`src/design/iob_bus_pkg.sv`:
```
package iob_bus_pkg;

   // Native bus widths
   localparam int ADDR_W = 32;
   localparam int DATA_W = 32;
   localparam int STRB_W = DATA_W / 8;

   // Master to follower request
   // A request with wstrb all zero is a read
   typedef struct packed {
      logic              avalid;
      logic [ADDR_W-1:0] address;
      logic [DATA_W-1:0] wdata;
      logic [STRB_W-1:0] wstrb;
   } iob_req_t;

   // Follower to master response
   // rvalid marks rdata for one cycle, ready accepts the request
   typedef struct packed {
      logic [DATA_W-1:0] rdata;
      logic              rvalid;
      logic              ready;
   } iob_rsp_t;

endpackage

```
`src/design/iob_map_pkg.sv`:
```
package iob_map_pkg;

   import iob_bus_pkg::*;

   // Followers on the split, selected by address bits starting at SEL_LSB
   localparam int N_FOLLOWERS = 2;
   localparam int SEL_W       = $clog2(N_FOLLOWERS);
   localparam int SEL_LSB     = 12;
   localparam int F_SRAM      = 0;
   localparam int F_TIMER     = 1;

   // Scratch memory, word addressed by address bits 9:2
   localparam int SRAM_DEPTH = 256;
   localparam int SRAM_AW    = 8;

   // Timer register word offsets
   localparam int TMR_CTRL   = 0;  // bit 0 enable, bit 1 auto-reload
   localparam int TMR_LOAD   = 1;
   localparam int TMR_COUNT  = 2;  // read-only
   localparam int TMR_STATUS = 3;  // bit 0 expired, write 1 to clear

   // CSR block to timer
   typedef struct packed {
      logic              enable;
      logic              auto_reload;
      logic [DATA_W-1:0] load;
      logic              start;
   } tmr_cfg_t;

   // Timer to CSR block
   typedef struct packed {
      logic [DATA_W-1:0] count;
      logic              expire;
   } tmr_stat_t;

endpackage

```
`src/design/iob_timer.sv`:
```
`timescale 1ns/1ns

// Down counter, expires one edge after reaching zero
module iob_timer
   import iob_bus_pkg::*;
   import iob_map_pkg::*;
(
   input  logic      clk_i,
   input  logic      reset_i,
   input  tmr_cfg_t  cfg_i,
   output tmr_stat_t stat_o
);

   logic [DATA_W-1:0] count_r;
   logic              at_zero;
   logic              expire;

   assign at_zero = (count_r == '0);

   // A start in the same cycle takes precedence over expiry
   assign expire = cfg_i.enable && at_zero && !cfg_i.start;

   always_ff @(posedge clk_i) begin
      if (reset_i) begin
         count_r <= '0;
      end else if (cfg_i.start) begin
         count_r <= cfg_i.load;
      end else if (expire) begin
         // One-shot holds at zero, enable is dropped by the CSR block
         if (cfg_i.auto_reload) begin
            count_r <= cfg_i.load;
         end
      end else if (cfg_i.enable) begin
         count_r <= count_r - 1'b1;
      end
   end

   assign stat_o.count  = count_r;
   assign stat_o.expire = expire;

endmodule

```
`config.mk`:
```
export PLATFORM = sky130hd
export DESIGN_NAME = iob_timer
export DESIGN_NICKNAME = d
export VERILOG_FILES = /design/src/design/iob_bus_pkg.sv /design/src/design/iob_map_pkg.sv /design/src/design/iob_timer.sv
export SDC_FILE = /design/constraint.sdc
export NUM_CORES = 1
export LEC_CHECK = 0
export ABC_AREA = 0
export BUFFER_PORTS_ARGS = -buffer_cell sky130_fd_sc_hd__buf_2
export CORE_ASPECT_RATIO = 1.4
export CORE_UTILIZATION = 40
export DETAILED_ROUTE_END_ITERATION = 8
export PLACE_DENSITY_LB_ADDON = 0.12
export RECOVER_POWER = 25
export SLEW_MARGIN = 30
export SYNTH_ARGS = -nofsm -noshare
export SYNTH_HDL_FRONTEND = slang
export SYNTH_SLANG_ARGS = --single-unit
```
`constraint.sdc`:
```
create_clock -name clk_i -period 3.8 [get_ports clk_i]
set_input_delay 0.19 -clock clk_i [delete_from_list [all_inputs] [get_ports clk_i]]
set_output_delay 0.19 -clock clk_i [all_outputs]
set_load 0.05 [all_outputs]
```
==> Word level (Yosys, flattened, before mapping) <==
Cells that the tools add are included.
{ "totals": {"regBits": 32, "inputBits": 37, "elab_cells": 13} }
{ "op_classes": {"n_addsub": 1, "eq_ne": 1, "muxes": 4, "n_reduce_logical": 6} }
{ "ops": {"columns": ["cell", "n"], "rows": [
  ["2-to-1 mux 32 bit", 4],
  ["zero test 32 bit", 1],
  ["subtractor 32 x 1 -> 32 bit (second input constant)", 1],
  ["!= test 3 bit (second input constant)", 1],
  ["nonzero test 3 bit", 1],
  ["logical AND 1 bit", 2],
  ["AND reduction 2 bit", 1],
  ["zero test 1 bit", 1]
]} }

==> Depth between registers and ports, before layout <==
{ "logic_depth": {"depth_word": 5, "ltp_mapped": 11, "ltp_nobuf": 7} }

==> Worst setup path after synthesis <==
No wires, ideal clock.
{ "synth_timing": {"path_type": "reg-to-reg", "startpoint": "reg count_r[0]", "endpoint": "reg count_r[8]", "setup_ps": 103, "arrival_time_ps": 2896, "required_ps": 3697, "setup_slack_ps": 801, "stages_incl_launch_ff": 11, "synth_period_minus_slack_ps": 2999, "cell_sequence": "dfxtp_1 > inv_1 > ha_1 > or3b_1 > buf_2 > or4_1 > buf_2 > o41ai_4 > buf_6 > nor3_1 > a2111oi_2"} }
{ "synth_via": {"elab_chain_cells": 5, "word_cells_on_any_way": 10, "cone_classes": "add/sub: 1; eq/ne: 1; mux: 3; reduce/logical: 5"} }
{ "synth_lines": {"columns": ["element", "line_no", "rtl"], "rows": [
  ["from (decl)", "iob_timer.sv:14", "logic [DATA_W-1:0] count_r;"],
  ["from (signal assigned)", "iob_timer.sv:27", "count_r <= cfg_i.load;"],
  ["from (signal assigned)", "iob_timer.sv:31", "count_r <= cfg_i.load;"],
  ["from (signal assigned)", "iob_timer.sv:34", "count_r <= count_r - 1'b1;"],
  ["branches (longest 5 deep; another with subtractor 32 x 1 -> 32 bit)", null, null]
]} }
Several ways; the timed one is not identified. The select of a mux whose other input is x is not followed.
A chain may end at the register's enable or synchronous reset.

==> Worst setup path in the final report <==
{ "layout_timing": {"startpoint": "reg count_r[0]", "endpoint": "reg count_r[22]"} }
The elaborated chain is that of the path after synthesis.

==> metrics.yaml <==
postSynthAreaPerCell_sq_um: 7.83
fin_crit_sh_pct: 80.2
end_kind: "register"
dr.pass1.iters: 5
skew_ps: 4.43
layout_common_cells: "buf_2, dfxtp_1, nor2_1"
critPathRequiredTime_ps: 3970
regMostFlops: "count_r"
synth_top_area_share_pct: 28.0
power_density_nw_per_um2: 385
synth_compound_area_share_pct: 29.8
synth_fa_ha_area_share_pct: 0.547
h-tree-depth: 2
final_common_cell: "buf_2"
wl_um: 7340
worst_hold_slack_ps: 172
nets: 389
grt_max_degree: 30
p_sw_uw: 453
synth_xor_area_share_pct: 0
die_height_um: 91.4
routed-via-count: 2582
hold_path_class: "primary input to register"
synthTopCellsByArea: "dfxtp_1, mux2i_1, a2111oi_2, nor3_1, nor2_1"
clockBufferDepth: 2
die_area_sq_um: 6030
core_area_sq_um: 5530
rsz0062_at_grt: "false"
setup_viol: 0
grt_pass1_wl_um: 11800
rr_worst_depth: 8
slew_headroom_pct: 44.4
drc: 0
grt_use_total_pct: 25.4
synth_flop_cell: "dfxtp_1"
ys_seq_area_share_pct: 28.0
synth_enable_flop_cells: 0
crit_arrival_ps: 3210
wl_per_cell_um: 17.6
grt_overflow: 0
maxCapViolCount: 0
p_leak_uw: 0.00108
worstMarginPinSlew_ps: 831
min_from: "cfg_i[28]"
yosysWarnings: 0
totalNegativeSetupSlack_ps: 0
cts-root-buf: "clkbuf_8"
drt_iter0_markers: 154
cp_max_fo: 13
post-dp-hpwl_um: 5190
clk_pin_slew_ps: 70
clk_latency_ps: 280
cts.sinks: 32
cts_setup_buffers: 0
globalplace.congestion: 0.875
status: "completed"
start_kind: "register"
cts_buffers: 5
port-buffer-count: 69
grt_pass1_vias: 2462
start_util_pct: 41.4
cts_tree: "built"
rows: 32
busiest_layer: "met2"
min_period_ps: 3050
path_cells: "inv_1 > ha_1 > or3b_1 > or4_1 > o41ai_4 > buf_4 > a311oi_1 > a2111oi_0"
synthesis.nets: 330
synthCells: 292
internal_power_uw: 610
p_clk_share_pct: 22.9
seqPwrFrac_pct: 38.0
muxShareOfSynthArea_pct: 8.43
synth_seq_cells: 32
critPathSlowestCell: "or4_1"
fmax_mhz: 328
r2r_slack_ps: 750
syn-cell-area_sq_um: 2290
max-vdd-ir-drop_mv: 0.135
synthToLayoutAreaGrowth_pct: 20.7
synth_top_family_by_area: "compound AO/OA/AOI/OAI gates"
sw_frac_of_total_pct: 42.6
largest_register_ffs: 32
diodes: 0
hold_end: "count_r[27]"
ys_types: 51
ios: 70
cts_resized: 0
whs_path_depth: 3
slew_viol_final: 0
p_comb_share_pct: 39.1
synth_simple_gate_area_share_pct: 25.2
vias_per_cell: 6.19
r2r-end: "count_r[22]"
slowest_delay_ps: 740
met2_usage_pct: 42.9
met3_usage_pct: 4.27
use_met1_pct: 30.6
crit_type: "register to register"
synth_area_leader_cell: "dfxtp_1"
hold_viol: 0
antenna_found_initial: 0
die_w_um: 65.9
ant_nets: 0
synthArstFlopShare_pct: 0
r2r_start: "count_r[0]"
layout-drive-gt1-share_pct: 24.1
largestRegisters: "count_r: 32 flops"
hold_buffers: 0
[cells in the mapped netlist, types with 2 or more instances]
cell type	instances
inv_1	17
nand4_1	4
and3_1	2
a31oi_1	2
nor2_1	25
o22ai_1	5
o21ai_0	6
a2111oi_2	7
nand3_1	11
dfxtp_1	32
or2_2	2
a32oi_1	3
o311ai_0	2
nand3b_1	2
a21oi_1	12
a2111oi_0	3
nand2b_1	2
a311oi_1	3
buf_2	5
o41ai_1	3
clkbuf_1	19
or3_1	9
nor2b_1	3
nor4_1	10
mux2i_1	17
or4_1	3
o32ai_1	9
a41oi_1	3
a22oi_1	5
nand2_1	13
a211oi_1	5
nor3_1	21
o21ai_1	7
o31ai_1	3
[per-stage QoR]
stage | power, uW | setup WS, ps | cells | util (%) | cell area [sq um]
global route | 1120 | 593 | 417 | 50.0 | 2760
detailed placement | 827 | 747 | 412 | 49.1 | 2710
finish | 1060 | 753 | 417 | 50.0 | 2760
floorplan | 707 | 801 | 292 | - | 2290
CTS | 1070 | 760 | 417 | 50.3 | 2780
global placement | 826 | 865 | 412 | 49.1 | 2710
[power groups by stage]
stage	Clock, uW	Sequential [uW]	Combinational, uW
after floorplan	0	500	207
after global placement	0	411	415
after detailed placement	0	411	416
after CTS	247	404	418
after global routing	258	410	450
final	244	404	415
[cells by family (layout without fill, tap and decap cells)]
group | Yosys count | after routing
flops | 32 | 32
mux | 19 | 19
fa+ha+maj | 1 | 1
buf+inv | 44 | 101
compound gates | 85 | 85
simple gates | 111 | 111
[critical path: cells and delay by family (launching register included)]
kind	cells	cell delay (ps)
fa+ha+maj	1	180
simple gates	2	1220
flops	1	350
buf+inv	2	360
compound gates	3	830
[worst max path at each step]
stage                     startpoint          end  slack, ps  cells past startpoint
after floorplan           count_r[0]   count_r[8]        800                     10
after global placement    count_r[0]  count_r[22]        860                      8
after detailed placement  count_r[0]  count_r[30]        750                      8
after CTS                 count_r[0]  count_r[22]        760                      8
after global routing      count_r[0]  count_r[22]        590                      8
final                     count_r[0]  count_r[22]        750                      8
[metal layers]
metal  part of all wire [%]  wire [um]
met1                     41       3020
met2                     50       3680
met3                    6.0        442
met4                    2.6        193
met5                      0          0
[cell type report]
class / instances / area (sq um)
well taps: 68 / 85.1
flip-flops and latches: 32 / 641
fillers: 602 / 2770
multi-input cells: 216 / 1500
inverters: 17 / 63.8
repair buffers: 79 / 400
clock buffers: 5 / 68.8
(Power assumes the default switching activity.)
