[config.mk]
export PLATFORM = sky130hd
export DESIGN_NAME = iob_split
export DESIGN_NICKNAME = d
export VERILOG_FILES = /design/src/design/iob_bus_pkg.sv /design/src/design/iob_map_pkg.sv /design/src/design/iob_mux.sv /design/src/design/iob_split.sv
export SDC_FILE = /design/constraint.sdc
export NUM_CORES = 1
export LEC_CHECK = 0
export BUFFER_PORTS_ARGS = -buffer_cell sky130_fd_sc_hd__buf_2
export CAP_MARGIN = 15
export CORE_AREA = 2 2 121 123
export DETAILED_ROUTE_END_ITERATION = 8
export DIE_AREA = 0 0 123 125
export PLACE_DENSITY_LB_ADDON = 0.15
export SYNTH_ARGS = -nofsm -noshare
export SYNTH_HDL_FRONTEND = slang
export SYNTH_SLANG_ARGS = --single-unit
[constraint.sdc]
create_clock -name clk_i -period 2.8 [get_ports clk_i]
set_input_delay 0.7 -clock clk_i [delete_from_list [all_inputs] [get_ports clk_i]]
set_output_delay 0.7 -clock clk_i [all_outputs]
set_load 0.005 [all_outputs]
[src/design/iob_bus_pkg.sv]
package iob_bus_pkg;

   // Native bus widths
   localparam int ADDR_W = 32;
   localparam int DATA_W = 32;
   localparam int STRB_W = DATA_W / 8;

   // Master to follower request
   // A request with wstrb all zero is a read
   typedef struct packed {
      logic              avalid;
      logic [ADDR_W-1:0] address;
      logic [DATA_W-1:0] wdata;
      logic [STRB_W-1:0] wstrb;
   } iob_req_t;

   // Follower to master response
   // rvalid marks rdata for one cycle, ready accepts the request
   typedef struct packed {
      logic [DATA_W-1:0] rdata;
      logic              rvalid;
      logic              ready;
   } iob_rsp_t;

endpackage

[src/design/iob_map_pkg.sv]
package iob_map_pkg;

   import iob_bus_pkg::*;

   // Followers on the split, selected by address bits starting at SEL_LSB
   localparam int N_FOLLOWERS = 2;
   localparam int SEL_W       = $clog2(N_FOLLOWERS);
   localparam int SEL_LSB     = 12;
   localparam int F_SRAM      = 0;
   localparam int F_TIMER     = 1;

   // Scratch memory, word addressed by address bits 9:2
   localparam int SRAM_DEPTH = 256;
   localparam int SRAM_AW    = 8;

   // Timer register word offsets
   localparam int TMR_CTRL   = 0;  // bit 0 enable, bit 1 auto-reload
   localparam int TMR_LOAD   = 1;
   localparam int TMR_COUNT  = 2;  // read-only
   localparam int TMR_STATUS = 3;  // bit 0 expired, write 1 to clear

   // CSR block to timer
   typedef struct packed {
      logic              enable;
      logic              auto_reload;
      logic [DATA_W-1:0] load;
      logic              start;
   } tmr_cfg_t;

   // Timer to CSR block
   typedef struct packed {
      logic [DATA_W-1:0] count;
      logic              expire;
   } tmr_stat_t;

endpackage

[src/design/iob_mux.sv]
`timescale 1ns/1ns

// N-way selector, the payload can be any packed type
module iob_mux #(
   parameter type payload_t = logic,
   parameter int  N         = 2
) (
   input  logic [$clog2(N)-1:0] sel_i,
   input  payload_t             data_i [N],
   output payload_t             data_o
);

   payload_t sel_data;

   // Scan all inputs so an index outside 0..N-1 yields the first entry
   always_comb begin
      sel_data = data_i[0];
      for (int i = 1; i < N; i++) begin
         if (sel_i == i[$clog2(N)-1:0]) begin
            sel_data = data_i[i];
         end
      end
   end

   assign data_o = sel_data;

endmodule

[src/design/iob_split.sv]
`timescale 1ns/1ns

// Routes one master request to the follower addressed by the select field
// and brings that follower's response back to the master
module iob_split
   import iob_bus_pkg::*;
   import iob_map_pkg::*;
(
   input  logic     clk_i,
   input  logic     reset_i,

   // Master side
   input  iob_req_t m_req_i,
   output iob_rsp_t m_rsp_o,

   // Follower side
   output iob_req_t f_req_o [N_FOLLOWERS],
   input  iob_rsp_t f_rsp_i [N_FOLLOWERS]
);

   logic [SEL_W-1:0] sel_dec;
   logic [SEL_W-1:0] sel_r;
   logic             f_ready [N_FOLLOWERS];
   logic             m_ready;
   logic             accept;
   iob_rsp_t         rsp_sel;

   // Follower index straight from the address
   assign sel_dec = m_req_i.address[SEL_LSB +: SEL_W];

   // Address, wdata and wstrb are broadcast, avalid only to the addressed one
   always_comb begin
      for (int i = 0; i < N_FOLLOWERS; i++) begin
         f_req_o[i]        = m_req_i;
         f_req_o[i].avalid = m_req_i.avalid && (sel_dec == i[SEL_W-1:0]);
         f_ready[i]        = f_rsp_i[i].ready;
      end
   end

   // Ready follows the follower being addressed now
   iob_mux #(
      .payload_t(logic),
      .N        (N_FOLLOWERS)
   ) u_mux_ready (
      .sel_i (sel_dec),
      .data_i(f_ready),
      .data_o(m_ready)
   );

   assign accept = m_req_i.avalid && m_ready;

   // Remember who took the last request, its response arrives next cycle
   always_ff @(posedge clk_i) begin
      if (reset_i) begin
         sel_r <= SEL_W'(F_SRAM);
      end else if (accept) begin
         sel_r <= sel_dec;
      end
   end

   // rdata and rvalid come from the previously accepted follower
   iob_mux #(
      .payload_t(iob_rsp_t),
      .N        (N_FOLLOWERS)
   ) u_mux_rsp (
      .sel_i (sel_r),
      .data_i(f_rsp_i),
      .data_o(rsp_sel)
   );

   assign m_rsp_o.rdata  = rsp_sel.rdata;
   assign m_rsp_o.rvalid = rsp_sel.rvalid;
   assign m_rsp_o.ready  = m_ready;

endmodule

# [Word level (Yosys, flattened, before mapping)]
# Index checks and enable logic that the tools add are counted.
[classes] n_shift=0 reduce_logical=3 eq_ne=0 div_mod_pow=0 n_bitwise=1 add_sub_neg=0 mul=0 n_lt_le_gt_ge=0 muxes=2
[op_table] op="2-to-1 mux 34 bit" count=1
[op_table] op="logical AND 1 bit" count=3
[op_table] op="2-to-1 mux 1 bit" count=1
[op_table] op="NOT 1 bit" count=1
[word_totals] word_cells=7 latch_bits=0 ff_bits=1 mem_count=0 mem_bits_ro=0 out_inout_bits=172 ramBits=0 in_bits=139

# [Logic depth before layout (Yosys ltp)]
[depth] ltp_word=2 depth_mapped=3 depth_no_buf=2

# [Modules after synthesis]
# Synthesis repeated with hierarchy kept, for this count alone.
[hier_totals] cells_unflattened=182 area_unflattened_um2=1666.6
[by_module_without_submodules] module="iob_split" instances=1 cells_each=143 seq_area_each_um2=20.0 area_per_inst_um2=1084.8
[by_module_without_submodules] module="iob_mux at u_mux_rsp" instances=1 cells_each=38 seq_area_each_um2=0.0 area_per_inst_um2=566.8
[by_module_without_submodules] module="iob_mux at u_mux_ready" instances=1 cells_each=1 seq_area_each_um2=0.0 area_per_inst_um2=15.0

# [Least setup slack after synthesis]
# Ideal clock, no wire load.
[synth_path] kind="input -> output" start="input m_req_i[48] (netlist bit)" end="output m_rsp_o[0] (netlist bit)" cell_stages=2 path_slack_ns=0.971 n_path_buf=1 required_time_ns=2.100 arrival_ns=1.129 cell_sequence="mux2_2 buf_4"
[synth_lines] item="from (decl)" line_no="iob_split.sv:13" rtl="input iob_req_t m_req_i,"
[synth_lines] item="to (decl)" line_no="iob_split.sv:14" rtl="output iob_rsp_t m_rsp_o,"

==> summary.md <==
| Metric | Value |
|---|---|
| Die X | `123 um` |
| Hold_ws | `0.679 ns` |
| Latest clock arrival within the worst-skew pair | `0 ns` |
| Starting Density | `11.7%` |
| # diodes | `0` |
| Slew headroom | `74.5%` |
| Critical Path Source Type | `register` |
| # IOs | `311` |
| Hold-fix buffers, CTS | `0` |
| Synth Cell Area | `1660 um^2` |
| DR pass1 iterations | `2` |
| Final nets | `291` |
| Seq cells post-synth | `1` |
| WL/cell | `9.90 um` |
| DIE AREA | `15,400 um^2` |
| Min Tclk post-route | `2.00 ns` |
| GPL Wtd Cong | `0.631` |
| Register area share after synthesis | `1.21%` |
| GRT Total Usage | `3.26%` |
| Core area | `14,200 um^2` |
| Register area | `21.3 um^2` |
| Max Cap Viol | `0` |
| Max reg flops | `1` |
| Ratio of cells with drive above 1 in the final layout | `98.0%` |
| RSZ-0062 raised after global routing | `false` |
| Hold crit path type | `register to register` |
| # fillers | `1,661` |
| RR Endpoint | `sel_r$_SDFFE_PP0P_` |
| Fmax | `501 MHz` |
| Total wire length | `3.31 mm` |
| Grt ovf | `0` |
| CP max stage cell | `dfxtp_2` |
| Peak VDD IR | `0.0293 mV` |
| Multi-input gate area | `536 um^2` |
| Cell Chain, Critical Path | `buf_12, mux2_2, buf_2` |
| Syn Nets | `320` |
| Final setup fails | `0` |
| Number of remaining DRC errors | `0` |
| CP max stage delay | `0.54 ns` |
| Clk slew on worst S/H paths | `0 ns` |
| Vias in the first global route | `836` |
| Final Hold Vio Count | `0` |
| CTS resizes | `0` |
| Hold endpoint | `sel_r$_SDFFE_PP0P_` |
| Worst Path Arrival | `1.30 ns` |
| First-pass GRT wire length | `4.08 mm` |
| Slack of the worst reg-to-reg path | `1.72 ns` |
| Leakage | `0.681 nW` |
| CP bufs+invs | `2` |
| Power Density | `132 nW/um^2` |
| Setup bufs post-CTS | `0` |
| ANT nets after route | `0` |
| Top reg by flops | `sel_r` |
| Hold Startpoint | `sel_r$_SDFFE_PP0P_` |
| Die Ht | `125 um` |
| Worst slew pin tran | `0.382 ns` |
| CP required | `2.10 ns` |
| Drt via density | `2.65` |
| Largest net degree at the start of global routing | `26` |
| Number of port buffers | `109` |
| Synth warn | `0` |
| Initial antenna violation count | `0` |
| CP Capture Type | `output pin` |
| Netlist cell types | `11` |
| Largest regs | `sel_r: 1 flops` |
| Worst r2r src | `sel_r$_SDFFE_PP0P_` |
| Period utilization | `71.3%` |
| Critical path class | `register to output pin` |
| Clock Skew | `0 ns` |
| Setup TNS Final | `0 ns` |
| Syn Area/Cell | `9.15 um^2` |
| Starting DRT DRC Count | `4` |
| CP top delay family | `flip-flops` |
| Synth-to-Final Area Change | `-18.3%` |
| Site row count | `44` |
| DPL Wire Length | `2.88 mm` |
| Final Slew Violations | `0` |
| Synthesized instance count | `181` |
| DR vias | `886` |
| Hold Crit Depth | `2` |
| Peak fanout along the critical path | `25` |
| Status | `finished clean` |
| Worst Reg-to-Reg Cells | `2` |
metal layers:
| metal | GRT usage [%] | part of all wire (%) |
|---|---|---|
| met4 | 2.87 | 7.4 |
| met3 | 1.73 | 24 |
| met5 | 0 | 0 |
| met1 | 2.26 | 23 |
| met2 | 6.04 | 45 |
cell type report:
cell class,instances,area share [%]
Multi-Input combinational cell,39,39.6
Sequential cell,1,1.57
Tap cell,184,17.0
Timing Repair Buffer,110,41.8
kinds of logic (layout without fill, tap and decap cells):
kind of cell | Yosys count | after routing | share of synthesized area (%)
flip-flops | 1 | 1 | 1.21
buffers and inverters | 141 | 110 | 66.4
AND/OR/NAND/NOR | 3 | 3 | 0.983
multiplexers | 34 | 34 | 29.9
AO/OA/AOI/OAI | 2 | 2 | 1.44
synthesized netlist by cell type:
cell type  number  share of area, %
buf_4         137                62
mux2_4         30                27
mux2_2          4               2.7
buf_12          3               3.6
a2111oi_2       1              0.91
a21oi_2         1              0.53
and2_1          1              0.38
buf_6           1              0.68
dfxtp_1         1               1.2
nor2_1          1              0.23
nor2b_1         1              0.38
report_power, final:
| part | internal [mW] | total, mW | switching, mW |
|---|---|---|---|
| clock | 0 | 0 | 0 |
| combinational | 0.110 | 0.160 | 0.0505 |
| sequential | 0.0152 | 0.0184 | 0.00314 |
cells in the final DEF, fill, tap and decap left out:
master,n
mux2_2,4
nor2b_1,1
dfxtp_2,1
buf_12,1
nor2_1,1
a21oi_2,1
and2_1,1
a2111oi_2,1
mux2_4,30
buf_2,109
worst min-delay path: stages, from the launching register on:
cell and delay (ns):
dfxtp_2 0.41, a21oi_2 0.16, a2111oi_2 0.06
worst max path at each step:
stage | from | endpoint | slack, ns | depth (start not counted)
4_1_cts | sel_r$_SDFFE_PP0P_ | m_rsp_o[29] | 0.77 | 3
3_3_place_gp | sel_r$_SDFFE_PP0P_ | m_rsp_o[31] | 0.78 | 3
3_5_place_dp | sel_r$_SDFFE_PP0P_ | m_rsp_o[29] | 0.78 | 3
2_1_floorplan | m_req_i[48] | m_rsp_o[0] | 0.97 | 2
6_report | sel_r$_SDFFE_PP0P_ | m_rsp_o[29] | 0.80 | 3
5_1_grt | sel_r$_SDFFE_PP0P_ | m_rsp_o[31] | 0.73 | 3
stage by stage:
step                      instances  cell area, um^2  utilization, %  total power [mW]  setup WS (ns)
after floorplan                 181             1660               -             0.255          0.971
after global placement          334             1350            9.52             0.184          0.781
after detailed placement        334             1350            9.52             0.182          0.779
after CTS                       334             1350            9.52             0.182          0.771
after global routing            334             1350            9.52             0.195          0.725
final                           334             1350            9.52             0.178          0.803
(Power assumes the default switching activity.)
