==> src/design/iob_bus_pkg.sv <==
package iob_bus_pkg;

   // Native bus widths
   localparam int ADDR_W = 32;
   localparam int DATA_W = 32;
   localparam int STRB_W = DATA_W / 8;

   // Master to follower request
   // A request with wstrb all zero is a read
   typedef struct packed {
      logic              avalid;
      logic [ADDR_W-1:0] address;
      logic [DATA_W-1:0] wdata;
      logic [STRB_W-1:0] wstrb;
   } iob_req_t;

   // Follower to master response
   // rvalid marks rdata for one cycle, ready accepts the request
   typedef struct packed {
      logic [DATA_W-1:0] rdata;
      logic              rvalid;
      logic              ready;
   } iob_rsp_t;

endpackage

==> src/design/iob_map_pkg.sv <==
package iob_map_pkg;

   import iob_bus_pkg::*;

   // Followers on the split, selected by address bits starting at SEL_LSB
   localparam int N_FOLLOWERS = 2;
   localparam int SEL_W       = $clog2(N_FOLLOWERS);
   localparam int SEL_LSB     = 12;
   localparam int F_SRAM      = 0;
   localparam int F_TIMER     = 1;

   // Scratch memory, word addressed by address bits 9:2
   localparam int SRAM_DEPTH = 256;
   localparam int SRAM_AW    = 8;

   // Timer register word offsets
   localparam int TMR_CTRL   = 0;  // bit 0 enable, bit 1 auto-reload
   localparam int TMR_LOAD   = 1;
   localparam int TMR_COUNT  = 2;  // read-only
   localparam int TMR_STATUS = 3;  // bit 0 expired, write 1 to clear

   // CSR block to timer
   typedef struct packed {
      logic              enable;
      logic              auto_reload;
      logic [DATA_W-1:0] load;
      logic              start;
   } tmr_cfg_t;

   // Timer to CSR block
   typedef struct packed {
      logic [DATA_W-1:0] count;
      logic              expire;
   } tmr_stat_t;

endpackage

==> src/design/iob_mux.sv <==
`timescale 1ns/1ns

// N-way selector, the payload can be any packed type
module iob_mux #(
   parameter type payload_t = logic,
   parameter int  N         = 2
) (
   input  logic [$clog2(N)-1:0] sel_i,
   input  payload_t             data_i [N],
   output payload_t             data_o
);

   payload_t sel_data;

   // Scan all inputs so an index outside 0..N-1 yields the first entry
   always_comb begin
      sel_data = data_i[0];
      for (int i = 1; i < N; i++) begin
         if (sel_i == i[$clog2(N)-1:0]) begin
            sel_data = data_i[i];
         end
      end
   end

   assign data_o = sel_data;

endmodule

==> src/design/iob_timer_csr.sv <==
`timescale 1ns/1ns

// Control and status registers of the timer, as a bus follower
module iob_timer_csr
   import iob_bus_pkg::*;
   import iob_map_pkg::*;
(
   input  logic      clk_i,
   input  logic      reset_i,
   input  iob_req_t  req_i,
   output iob_rsp_t  rsp_o,
   output tmr_cfg_t  cfg_o,
   input  tmr_stat_t stat_i,
   output logic      irq_o
);

   logic [1:0]        offset;
   logic              wr;
   logic              rd;
   logic              ctrl_wr;
   logic              enable_r;
   logic              auto_r;
   logic [DATA_W-1:0] load_r;
   logic              expired_r;
   logic              rvalid_r;
   logic [DATA_W-1:0] rdata_r;
   logic [DATA_W-1:0] rd_words [4];
   logic [DATA_W-1:0] rd_word;

   // Always ready, so avalid alone accepts
   assign offset  = req_i.address[3:2];
   assign wr      = req_i.avalid && (req_i.wstrb != '0);
   assign rd      = req_i.avalid && (req_i.wstrb == '0);
   assign ctrl_wr = wr && req_i.wstrb[0] && (offset == 2'(TMR_CTRL));

   always_ff @(posedge clk_i) begin
      if (reset_i) begin
         enable_r  <= 1'b0;
         auto_r    <= 1'b0;
         load_r    <= '0;
         expired_r <= 1'b0;
         rvalid_r  <= 1'b0;
      end else begin
         rvalid_r <= rd;
         // A one-shot expiry drops enable unless software rewrites CTRL
         if (ctrl_wr) begin
            enable_r <= req_i.wdata[0];
            auto_r   <= req_i.wdata[1];
         end else if (stat_i.expire && !auto_r) begin
            enable_r <= 1'b0;
         end
         if (wr && (offset == 2'(TMR_LOAD))) begin
            for (int b = 0; b < STRB_W; b++) begin
               if (req_i.wstrb[b]) begin
                  load_r[8*b +: 8] <= req_i.wdata[8*b +: 8];
               end
            end
         end
         // Set beats clear
         if (stat_i.expire) begin
            expired_r <= 1'b1;
         end else if (wr && req_i.wstrb[0] && req_i.wdata[0]
                      && (offset == 2'(TMR_STATUS))) begin
            expired_r <= 1'b0;
         end
      end
   end

   always_comb begin
      rd_words[TMR_CTRL]   = {{(DATA_W-2){1'b0}}, auto_r, enable_r};
      rd_words[TMR_LOAD]   = load_r;
      rd_words[TMR_COUNT]  = stat_i.count;
      rd_words[TMR_STATUS] = {{(DATA_W-1){1'b0}}, expired_r};
   end

   iob_mux #(
      .payload_t(logic [DATA_W-1:0]),
      .N        (4)
   ) u_mux_rd (
      .sel_i (offset),
      .data_i(rd_words),
      .data_o(rd_word)
   );

   // Readback captured on the accepting edge
   always_ff @(posedge clk_i) begin
      if (rd) begin
         rdata_r <= rd_word;
      end
   end

   assign rsp_o.rdata  = rdata_r;
   assign rsp_o.rvalid = rvalid_r;
   assign rsp_o.ready  = 1'b1;

   // Start loads the counter on the same edge as the CTRL write
   assign cfg_o.enable      = enable_r;
   assign cfg_o.auto_reload = auto_r;
   assign cfg_o.load        = load_r;
   assign cfg_o.start       = ctrl_wr && req_i.wdata[0];

   assign irq_o = expired_r;

endmodule

==> config.mk <==
export PLATFORM = sky130hd
export DESIGN_NAME = iob_timer_csr
export DESIGN_NICKNAME = d
export VERILOG_FILES = /design/src/design/iob_bus_pkg.sv /design/src/design/iob_map_pkg.sv /design/src/design/iob_mux.sv /design/src/design/iob_timer_csr.sv
export SDC_FILE = /design/constraint.sdc
export NUM_CORES = 1
export LEC_CHECK = 0
export BUFFER_PORTS_ARGS = -buffer_cell sky130_fd_sc_hd__clkbuf_2
export CAP_MARGIN = 20
export CORE_MARGIN = 8
export CORE_UTILIZATION = 40
export DETAILED_ROUTE_END_ITERATION = 8
export PLACE_DENSITY = 0.84
export SETUP_SLACK_MARGIN = 0.2
export SLEW_MARGIN = 20
export SYNTH_ARGS = -nofsm -noshare
export SYNTH_HDL_FRONTEND = slang
export SYNTH_HIERARCHICAL = 1
export SYNTH_SLANG_ARGS = --single-unit
==> constraint.sdc <==
create_clock -name clk_i -period 2.2 [get_ports clk_i]
set_input_delay 0.22 -clock clk_i [delete_from_list [all_inputs] [get_ports clk_i]]
set_output_delay 0.22 -clock clk_i [all_outputs]
set_load 0.01 [all_outputs]
Word-level counts from Yosys, hierarchy flattened
Index checks and enable logic that the tools add are counted.
{ "totals": {"word_cells": 39, "out_inout_bits": 70, "input_bits": 104, "reg_bits": 68} }
{ "classes": {"n_eq_ne": 3, "mux": 7, "reduce_logical": 19} }
{ "ops": {"columns": ["operator", "n"], "rows": [
  ["$mux W32", 2],
  ["$logic_and A1 B1 Y1", 9],
  ["$reduce_and A2 Y1", 4],
  ["$mux W1", 5],
  ["$eq A2 B2 Y1 const B", 2],
  ["$logic_not A4 Y1", 1],
  ["$reduce_bool A2 Y1", 2],
  ["$reduce_bool A4 Y1", 1],
  ["$eq A2 B1 Y1 const B", 1],
  ["$logic_not A2 Y1", 1],
  ["$logic_not A1 Y1", 1]
]} }

Depth between registers and ports, before layout
Gate-level depths: netlist of run 1.
{ "depth": {"ltp_word": 7, "depth_mapped": 5, "ltp_nobuf": 3} }

Hierarchy
Netlist of run 1, hierarchy kept.
{ "modules_own_cells": {"columns": ["module", "instances", "seq_area_each_um2", "cells_per_inst", "area_each_um2"], "rows": [
  ["iob_timer_csr", 1, 1681.6, 203, 2354.8],
  ["iob_mux", 1, 0.0, 39, 814.5]
]} }

Worst setup path before layout of run 1
No wires, ideal clock.
{ "synth_path": {"path_kind": "input port to flip-flop", "from": "input req_i[3] in the netlist's numbering", "to": "register rdata_r[0] (enable)", "setup_slack_ps": 515, "stages": 2, "required_ps": 1807, "path_buffers": 0, "setup_time_ps": 393, "arrival_ps": 1292, "cell_sequence": "nor4_1 and2_1"} }
{ "synth_via": {"elab_chain_cells": 2} }
{ "synth_lines": {"columns": ["element", "line", "rtl"], "rows": [
  ["start, declared", "iob_timer_csr.sv:10", "input iob_req_t req_i,"],
  ["$logic_not A4 Y1", "iob_timer_csr.sv:33", "assign rd = req_i.avalid && (req_i.wstrb == '0);"],
  ["$logic_and A1 B1 Y1", "iob_timer_csr.sv:33", null],
  ["via rd", "iob_timer_csr.sv:19", "logic rd;"],
  ["end signal, assigned", "iob_timer_csr.sv:88", "rdata_r <= rd_word;"],
  ["end, declared", "iob_timer_csr.sv:26", "logic [DATA_W-1:0] rdata_r;"]
]} }
The timed path passes the listed nets, and every way through them passes these cells.
A chain may end at the register's enable or synchronous reset.

==> results of run 1 <==
## kinds of logic after synthesis
group	Yosys count	share of synthesized area, %
and+or+nand+nor	84	12.4
buffers and inverters	22	5.76
AOI/OAI and AO/OA	33	5.21
DFF	68	53.1
muxes	33	23.3
other	2	0.237
## worst max-delay path, cell delays in order
cell and delay (ns):
clkbuf_2 0.26, buf_12 0.29, and4bb_4 0.28, nand2_1 0.09
inv_1 0.04, clkbuf_2 0.12
## area by class of cell
cell class	instances	area (um^2)	area share, %
clock inverters	3	15.0	0.352
multi-input cells	212	1530	35.9
flip-flops and latches	68	1680	39.4
repair buffers	145	758	17.8
inverters	1	3.75	0.0881
clock buffers	12	145	3.40
well taps	102	128	2.99
## worst paths after layout
path	cells after the start	from	end	slack [ns]
worst max-delay path	6	req_i[38]	cfg_o[0]	0.65
worst min-delay path	3	req_i[14]	load_r[10]$_SDFFE_PP0P_	0.11
worst max register to register	1	enable_r$_SDFFE_PP0P_	rdata_r[0]$_DFFE_PP_	1.12
worst min register to register	2	load_r[11]$_SDFFE_PP0P_	load_r[11]$_SDFFE_PP0P_	0.47
## power by group through the flow
| stage | clock network [uW] | registers [uW] | logic (uW) |
|---|---|---|---|
| final | 865 | 1370 | 307 |
| after global routing | 960 | 1370 | 340 |
| after CTS | 903 | 1370 | 308 |
| after detailed placement | 0 | 1390 | 307 |
| after global placement | 0 | 1390 | 296 |
| after floorplan | 0 | 1400 | 192 |
## cell usage in the layout (no fill, tap or decap), drive strengths merged
cell / Yosys / routed
nor4: 1 / 1
nand2: 65 / 65
nand4b: 4 / 4
mux4: 32 / 32
nand4: 1 / 1
nor2: 2 / 2
edfxtp: 32 / 32
conb: 2 / 62
dfxtp: 36 / 36
nor3b: 1 / 1
clkinv: 0 / 3
nand2b: 1 / 1
nor3: 1 / 1
and4bb: 1 / 1
and2: 1 / 1
nand3b: 1 / 1
buf: 18 / 3
and4b: 4 / 4
mux2i: 1 / 1
nor2b: 1 / 1
a21oi: 33 / 33
clkbuf: 3 / 154
inv: 1 / 1
## stage by stage
step / hold slack, ns / cell area [um^2] / setup slack (ns) / total power [uW]
after CTS: 0.0860 / 4260 / 0.620 / 2580
after floorplan: 0.356 / 3390 / 0.515 / 1590
final: 0.110 / 4260 / 0.650 / 2540
after global placement: 0.443 / 4100 / 0.525 / 1690
after global routing: 0.0916 / 4260 / 0.548 / 2670
after detailed placement: 0.450 / 4100 / 0.459 / 1700
## registers in the layout, indices dropped and copies added (netlist names)
name / count
load_r: 32
rdata_r: 32
auto_r: 1
enable_r: 1
irq_o: 1
rvalid_r: 1
## routing by layer
metal  GRT usage, %  share of wire (%)  vias to the layer above  routed length (um)
li1               -                  -                     1224                   -
met1           17.5                 39                     1266                3400
met2           28.8                 53                       94                4640
met3           5.53                7.6                        4                 661
met4           4.59               0.44                        0                  38
met5              0                  0                        -                   0
==> flow_metrics.env, run 1 <==
export IMPL_synth_edf_count=32
export IMPL_final_core_util_pct=55.5
export IMPL_cts_root_buf="clkbuf_8"
export IMPL_ir_worst_vdd_mv=0.335
export IMPL_drtAntennaViolNets=0
export IMPL_post_cts_buffers=0
export IMPL_dp_hpwl_um=6750
export IMPL_die_h_um=105
export IMPL_slew_headroom_pct=45.6
export IMPL_ys_ff_latch=68
export IMPL_seq_area_frac_synth_pct=53.1
export IMPL_cp_data_arrival_time_ns=1.33
export IMPL_yosysMostFrequentCell="nand2_1"
export IMPL_dpl_cell_count=528
export IMPL_grt_pass1_vias=2916
export IMPL_worstMarginPinSlew_ns=0.815
export IMPL_design_die_area_um2=11000
export IMPL_ys_types=26
export IMPL_min_period_ns=1.55
export IMPL_fin_cells=543
export IMPL_synth_avg_cell_area_um2=13.1
export IMPL_cts_resized=0
export IMPL_synth_area_leaders="edfxtp_1 (30%), dfxtp_1 (23%), mux4_2 (21%), nand2_1 (7.7%), a21oi_1 (5.2%)"
export IMPL_syn_inst=242
export IMPL_vias=2588
export IMPL_critPathRequiredTime_ns=1.98
export IMPL_io_buffers=142
export IMPL_antenna_found_initial=0
export IMPL_fin_crit_sh_pct=70.4
export IMPL_fp_row_count=32
export IMPL_intPower_uw=1950
export IMPL_p_sw_uw=589
export IMPL_io_pins=174
export IMPL_hold_buffers=0
export IMPL_tns_ns=0
export IMPL_cts_tree="done"
export IMPL_insertion_delay_ns=0.32
export IMPL_cp_max_fo=36
export IMPL_cts_buffers_inserted=9
export IMPL_fmax_ghz=0.645
export IMPL_insertedDiodeCount=0
export IMPL_crit_type="in2out"
export IMPL_yosys_top_cells_count="nand2_1 (65), dfxtp_1 (36), a21oi_1 (33)"
export IMPL_grt_max_degree=37
export IMPL_clkPwrFrac_pct=34.1
export IMPL_synth_top_flop_cell="dfxtp_1"
export IMPL_drt_vias_per_instance=4.77
export IMPL_firstDrtPassIters=4
export IMPL_powerDensity_nw_per_um2=595
export IMPL_setup_viol=0
export IMPL_synth_area_um2=3170
export IMPL_drc=0
export IMPL_clk_pin_slew_ns=0.08
export IMPL_yosys_warnings=6
export IMPL_layout_drive_gt1_share_pct=43.1
export IMPL_p_leak_uw=0.00185
export IMPL_yosysTopAreaCellShare_pct=30.3
export IMPL_wl_per_cell_um=16.1
export IMPL_grt_total_usage_pct=16.1
export IMPL_grt_pass1_wl_um=14300
export IMPL_combPwrFrac_pct=12.1
export IMPL_gp_congestion=0.721
export IMPL_wl_um=8730
export IMPL_drtIter0Drc=40
export IMPL_p_seq_share_pct=53.8
export IMPL_async_flop_share_pct=0
export IMPL_maxCapViolCount=0
export IMPL_grt_overflow_total=0
export IMPL_finalHoldViolations=0
export IMPL_yosys_area_top_type="edfxtp_1"
export IMPL_start_kind="primary input"
export IMPL_nets=541
export IMPL_die_w_um=105
export IMPL_numClockSinks=68
export IMPL_htree_levels=3
export IMPL_min_delay_path_class="in2reg"
export IMPL_initial_utilization_pct=41.2
export IMPL_core_area_um2=7690
export IMPL_skew_ns=0.0123
export IMPL_cts_buffer_depth=2
export IMPL_critPathCaptureType="primary output"
export IMPL_status="complete, no violations"
export IMPL_slew_violations=0
export IMPL_nFillCells=722
export IMPL_rsz0062_at_grt="false"
export IMPL_area_growth_pct=34.5
export IMPL_switching_share_pct=23.2
No activity file was read; power rests on OpenSTA's default activity.
==> inputs of run 2 (changes only) <==
==> constraint.sdc (replaced) <==
create_clock -name clk_i -period 1.5 [get_ports clk_i]
set_input_delay 0.15 -clock clk_i [delete_from_list [all_inputs] [get_ports clk_i]]
set_output_delay 0.15 -clock clk_i [all_outputs]
set_load 0.01 [all_outputs]
==> flow_metrics.env, run 2 (synthesis gave the netlist of run 1 again) <==
export IMPL_status="complete, no violations"
export IMPL_dp_hpwl_um=7010
export IMPL_min_delay_path_class="in2reg"
export IMPL_wl_um=8950
export IMPL_top_regs="load_r x32, rdata_r x32"
export IMPL_powerDensity_nw_per_um2=916
export IMPL_ir_worst_vdd_mv=0.477
export IMPL_cp_cell_sequence="clkbuf_2 > and4bb_4 > nand2_1 > inv_1 > clkbuf_2"
export IMPL_setup_viol=0
export IMPL_nets=547
export IMPL_maxCapViolCount=0
export IMPL_hold_buffers=0
export IMPL_layout_common_cells="clkbuf_2 (142), nand2_1 (65), conb_1 (62)"
export IMPL_crit_type="in2out"
export IMPL_r2r_start="load_r[31]$_SDFFE_PP0P_"
export IMPL_critPathRequiredTime_ns=1.35
export IMPL_vias=2613
export IMPL_finalHoldViolations=0
export IMPL_min_delay_start="req_i[11]"
export IMPL_grt_overflow_total=0
export IMPL_slew_violations=0
export IMPL_tns_ns=0
export IMPL_post_cts_buffers=0
export IMPL_insertedDiodeCount=0
export IMPL_design_die_area_um2=11000
export IMPL_core_area_um2=7690
export IMPL_grt_max_degree=27
export IMPL_cts_root_buf="clkbuf_8"
export IMPL_fmax_ghz=0.812
export IMPL_firstDrtPassIters=4
export IMPL_reg2reg_slack_ns=0.41
export IMPL_htree_levels=3
export IMPL_insertion_delay_ns=0.34
export IMPL_fp_row_count=32
export IMPL_cts_buffer_depth=2
export IMPL_io_buffers=142
export IMPL_critPathCaptureType="primary output"
export IMPL_min_period_ns=1.23
export IMPL_wl_per_cell_um=16.3
export IMPL_gp_congestion=0.709
export IMPL_start_kind="primary input"
export IMPL_cts_tree="done"
export IMPL_rsz0062_at_grt="false"
export IMPL_grt_pass1_vias=2919
export IMPL_drc=0
export IMPL_skew_ns=0.00931
export IMPL_p_leak_uw=0.00191
export IMPL_cts_resized=0
export IMPL_final_common_cell="clkbuf_2"
export IMPL_nFillCells=706
export IMPL_die_w_um=105
export IMPL_area_growth_pct=38.5
export IMPL_drtIter0Drc=50
export IMPL_numClockSinks=68
export IMPL_die_h_um=105
export IMPL_drt_vias_per_instance=4.75
export IMPL_crit_path_frequent_cell="clkbuf_2"
export IMPL_fin_crit_sh_pct=82.2
export IMPL_cp_max_fo=16
export IMPL_cp_data_arrival_time_ns=1.08
export IMPL_critical_path_top_delay_family="simple AND/OR/NAND/NOR gates"
export IMPL_clk_pin_slew_ns=0.08
export IMPL_initial_utilization_pct=41.2
export IMPL_io_pins=174
export IMPL_grt_pass1_wl_um=14300
export IMPL_cp_slowest_cell="and4bb_4"
export IMPL_final_core_util_pct=57.1
export IMPL_cp_buffers_inverters=3
export IMPL_grt_total_usage_pct=16.7
export IMPL_antenna_found_initial=0
export IMPL_cts_buffers_inserted=9
export IMPL_critical_path_max_stage_delay_ns=0.41
export IMPL_startpoint="req_i[39]"
export IMPL_layout_drive_gt1_share_pct=44.0
export IMPL_drtAntennaViolNets=0
==> run 2: cell count changes in the layout (fill, tap and decap cells not counted) <==
cell / before / now
clkbuf_8: 10 / 11
buf_4: 1 / 4
bufinv_16: 0 / 1
clkinv_2: 3 / 0
clkinvlp_4: 0 / 2
buf_12: 2 / 5
==> run 2: where the power goes <==
group	switching (uW)	internal, uW	total [uW]	leakage [uW]
Clock	682	861	1540	0.0000959
Combinational	215	262	477	0.00123
Sequential	18.7	1980	2000	0.000582
==> run 2: final cells by class <==
cell class	count	area (um^2)	share of cell area, %
clock buffers	13	159	3.62
inverters	1	3.75	0.0855
multi-input cells	212	1530	34.9
flip-flops and latches	68	1680	38.3
clock inverters	3	45.0	1.03
repair buffers	151	841	19.2
well taps	102	128	2.91
==> run 2: metal layers <==
metal / global-route usage [%] / wire (um) / vias to the layer above
met4: 7.85 / 183 / 0
met1: 17.5 / 3380 / 1251
met2: 28.8 / 4650 / 104
li1: - / - / 1242
met3: 6.33 / 736 / 16
met5: 0 / 0 / -
==> run 2: final timing paths <==
kind                        endpoint  cells past startpoint
min reg2reg  load_r[12]$_SDFFE_PP0P_                      2
max reg2reg    rdata_r[31]$_DFFE_PP_                      1
max                         cfg_o[0]                      5
min           load_r[7]$_SDFFE_PP0P_                      3
==> run 2: tightest hold or removal path: stages <==
cell and delay, ns:
clkbuf_2 0.08, nand2_1 0.04, a21oi_1 0.05
==> run 2: metrics by stage <==
step / cells / total power, uW / hold slack, ns / setup slack [ns] / cell area [um^2]
after global routing: 550 / 4230 / 0.00272 / 0.215 / 4390
after global placement: 534 / 2500 / 0.374 / 0.139 / 4190
final: 550 / 4020 / 0.0239 / 0.268 / 4390
after CTS: 550 / 4080 / 0.00215 / 0.256 / 4390
after floorplan: 302 / 2340 / 0.286 / 0.221 / 3400
after detailed placement: 534 / 2520 / 0.379 / 0.0882 / 4190
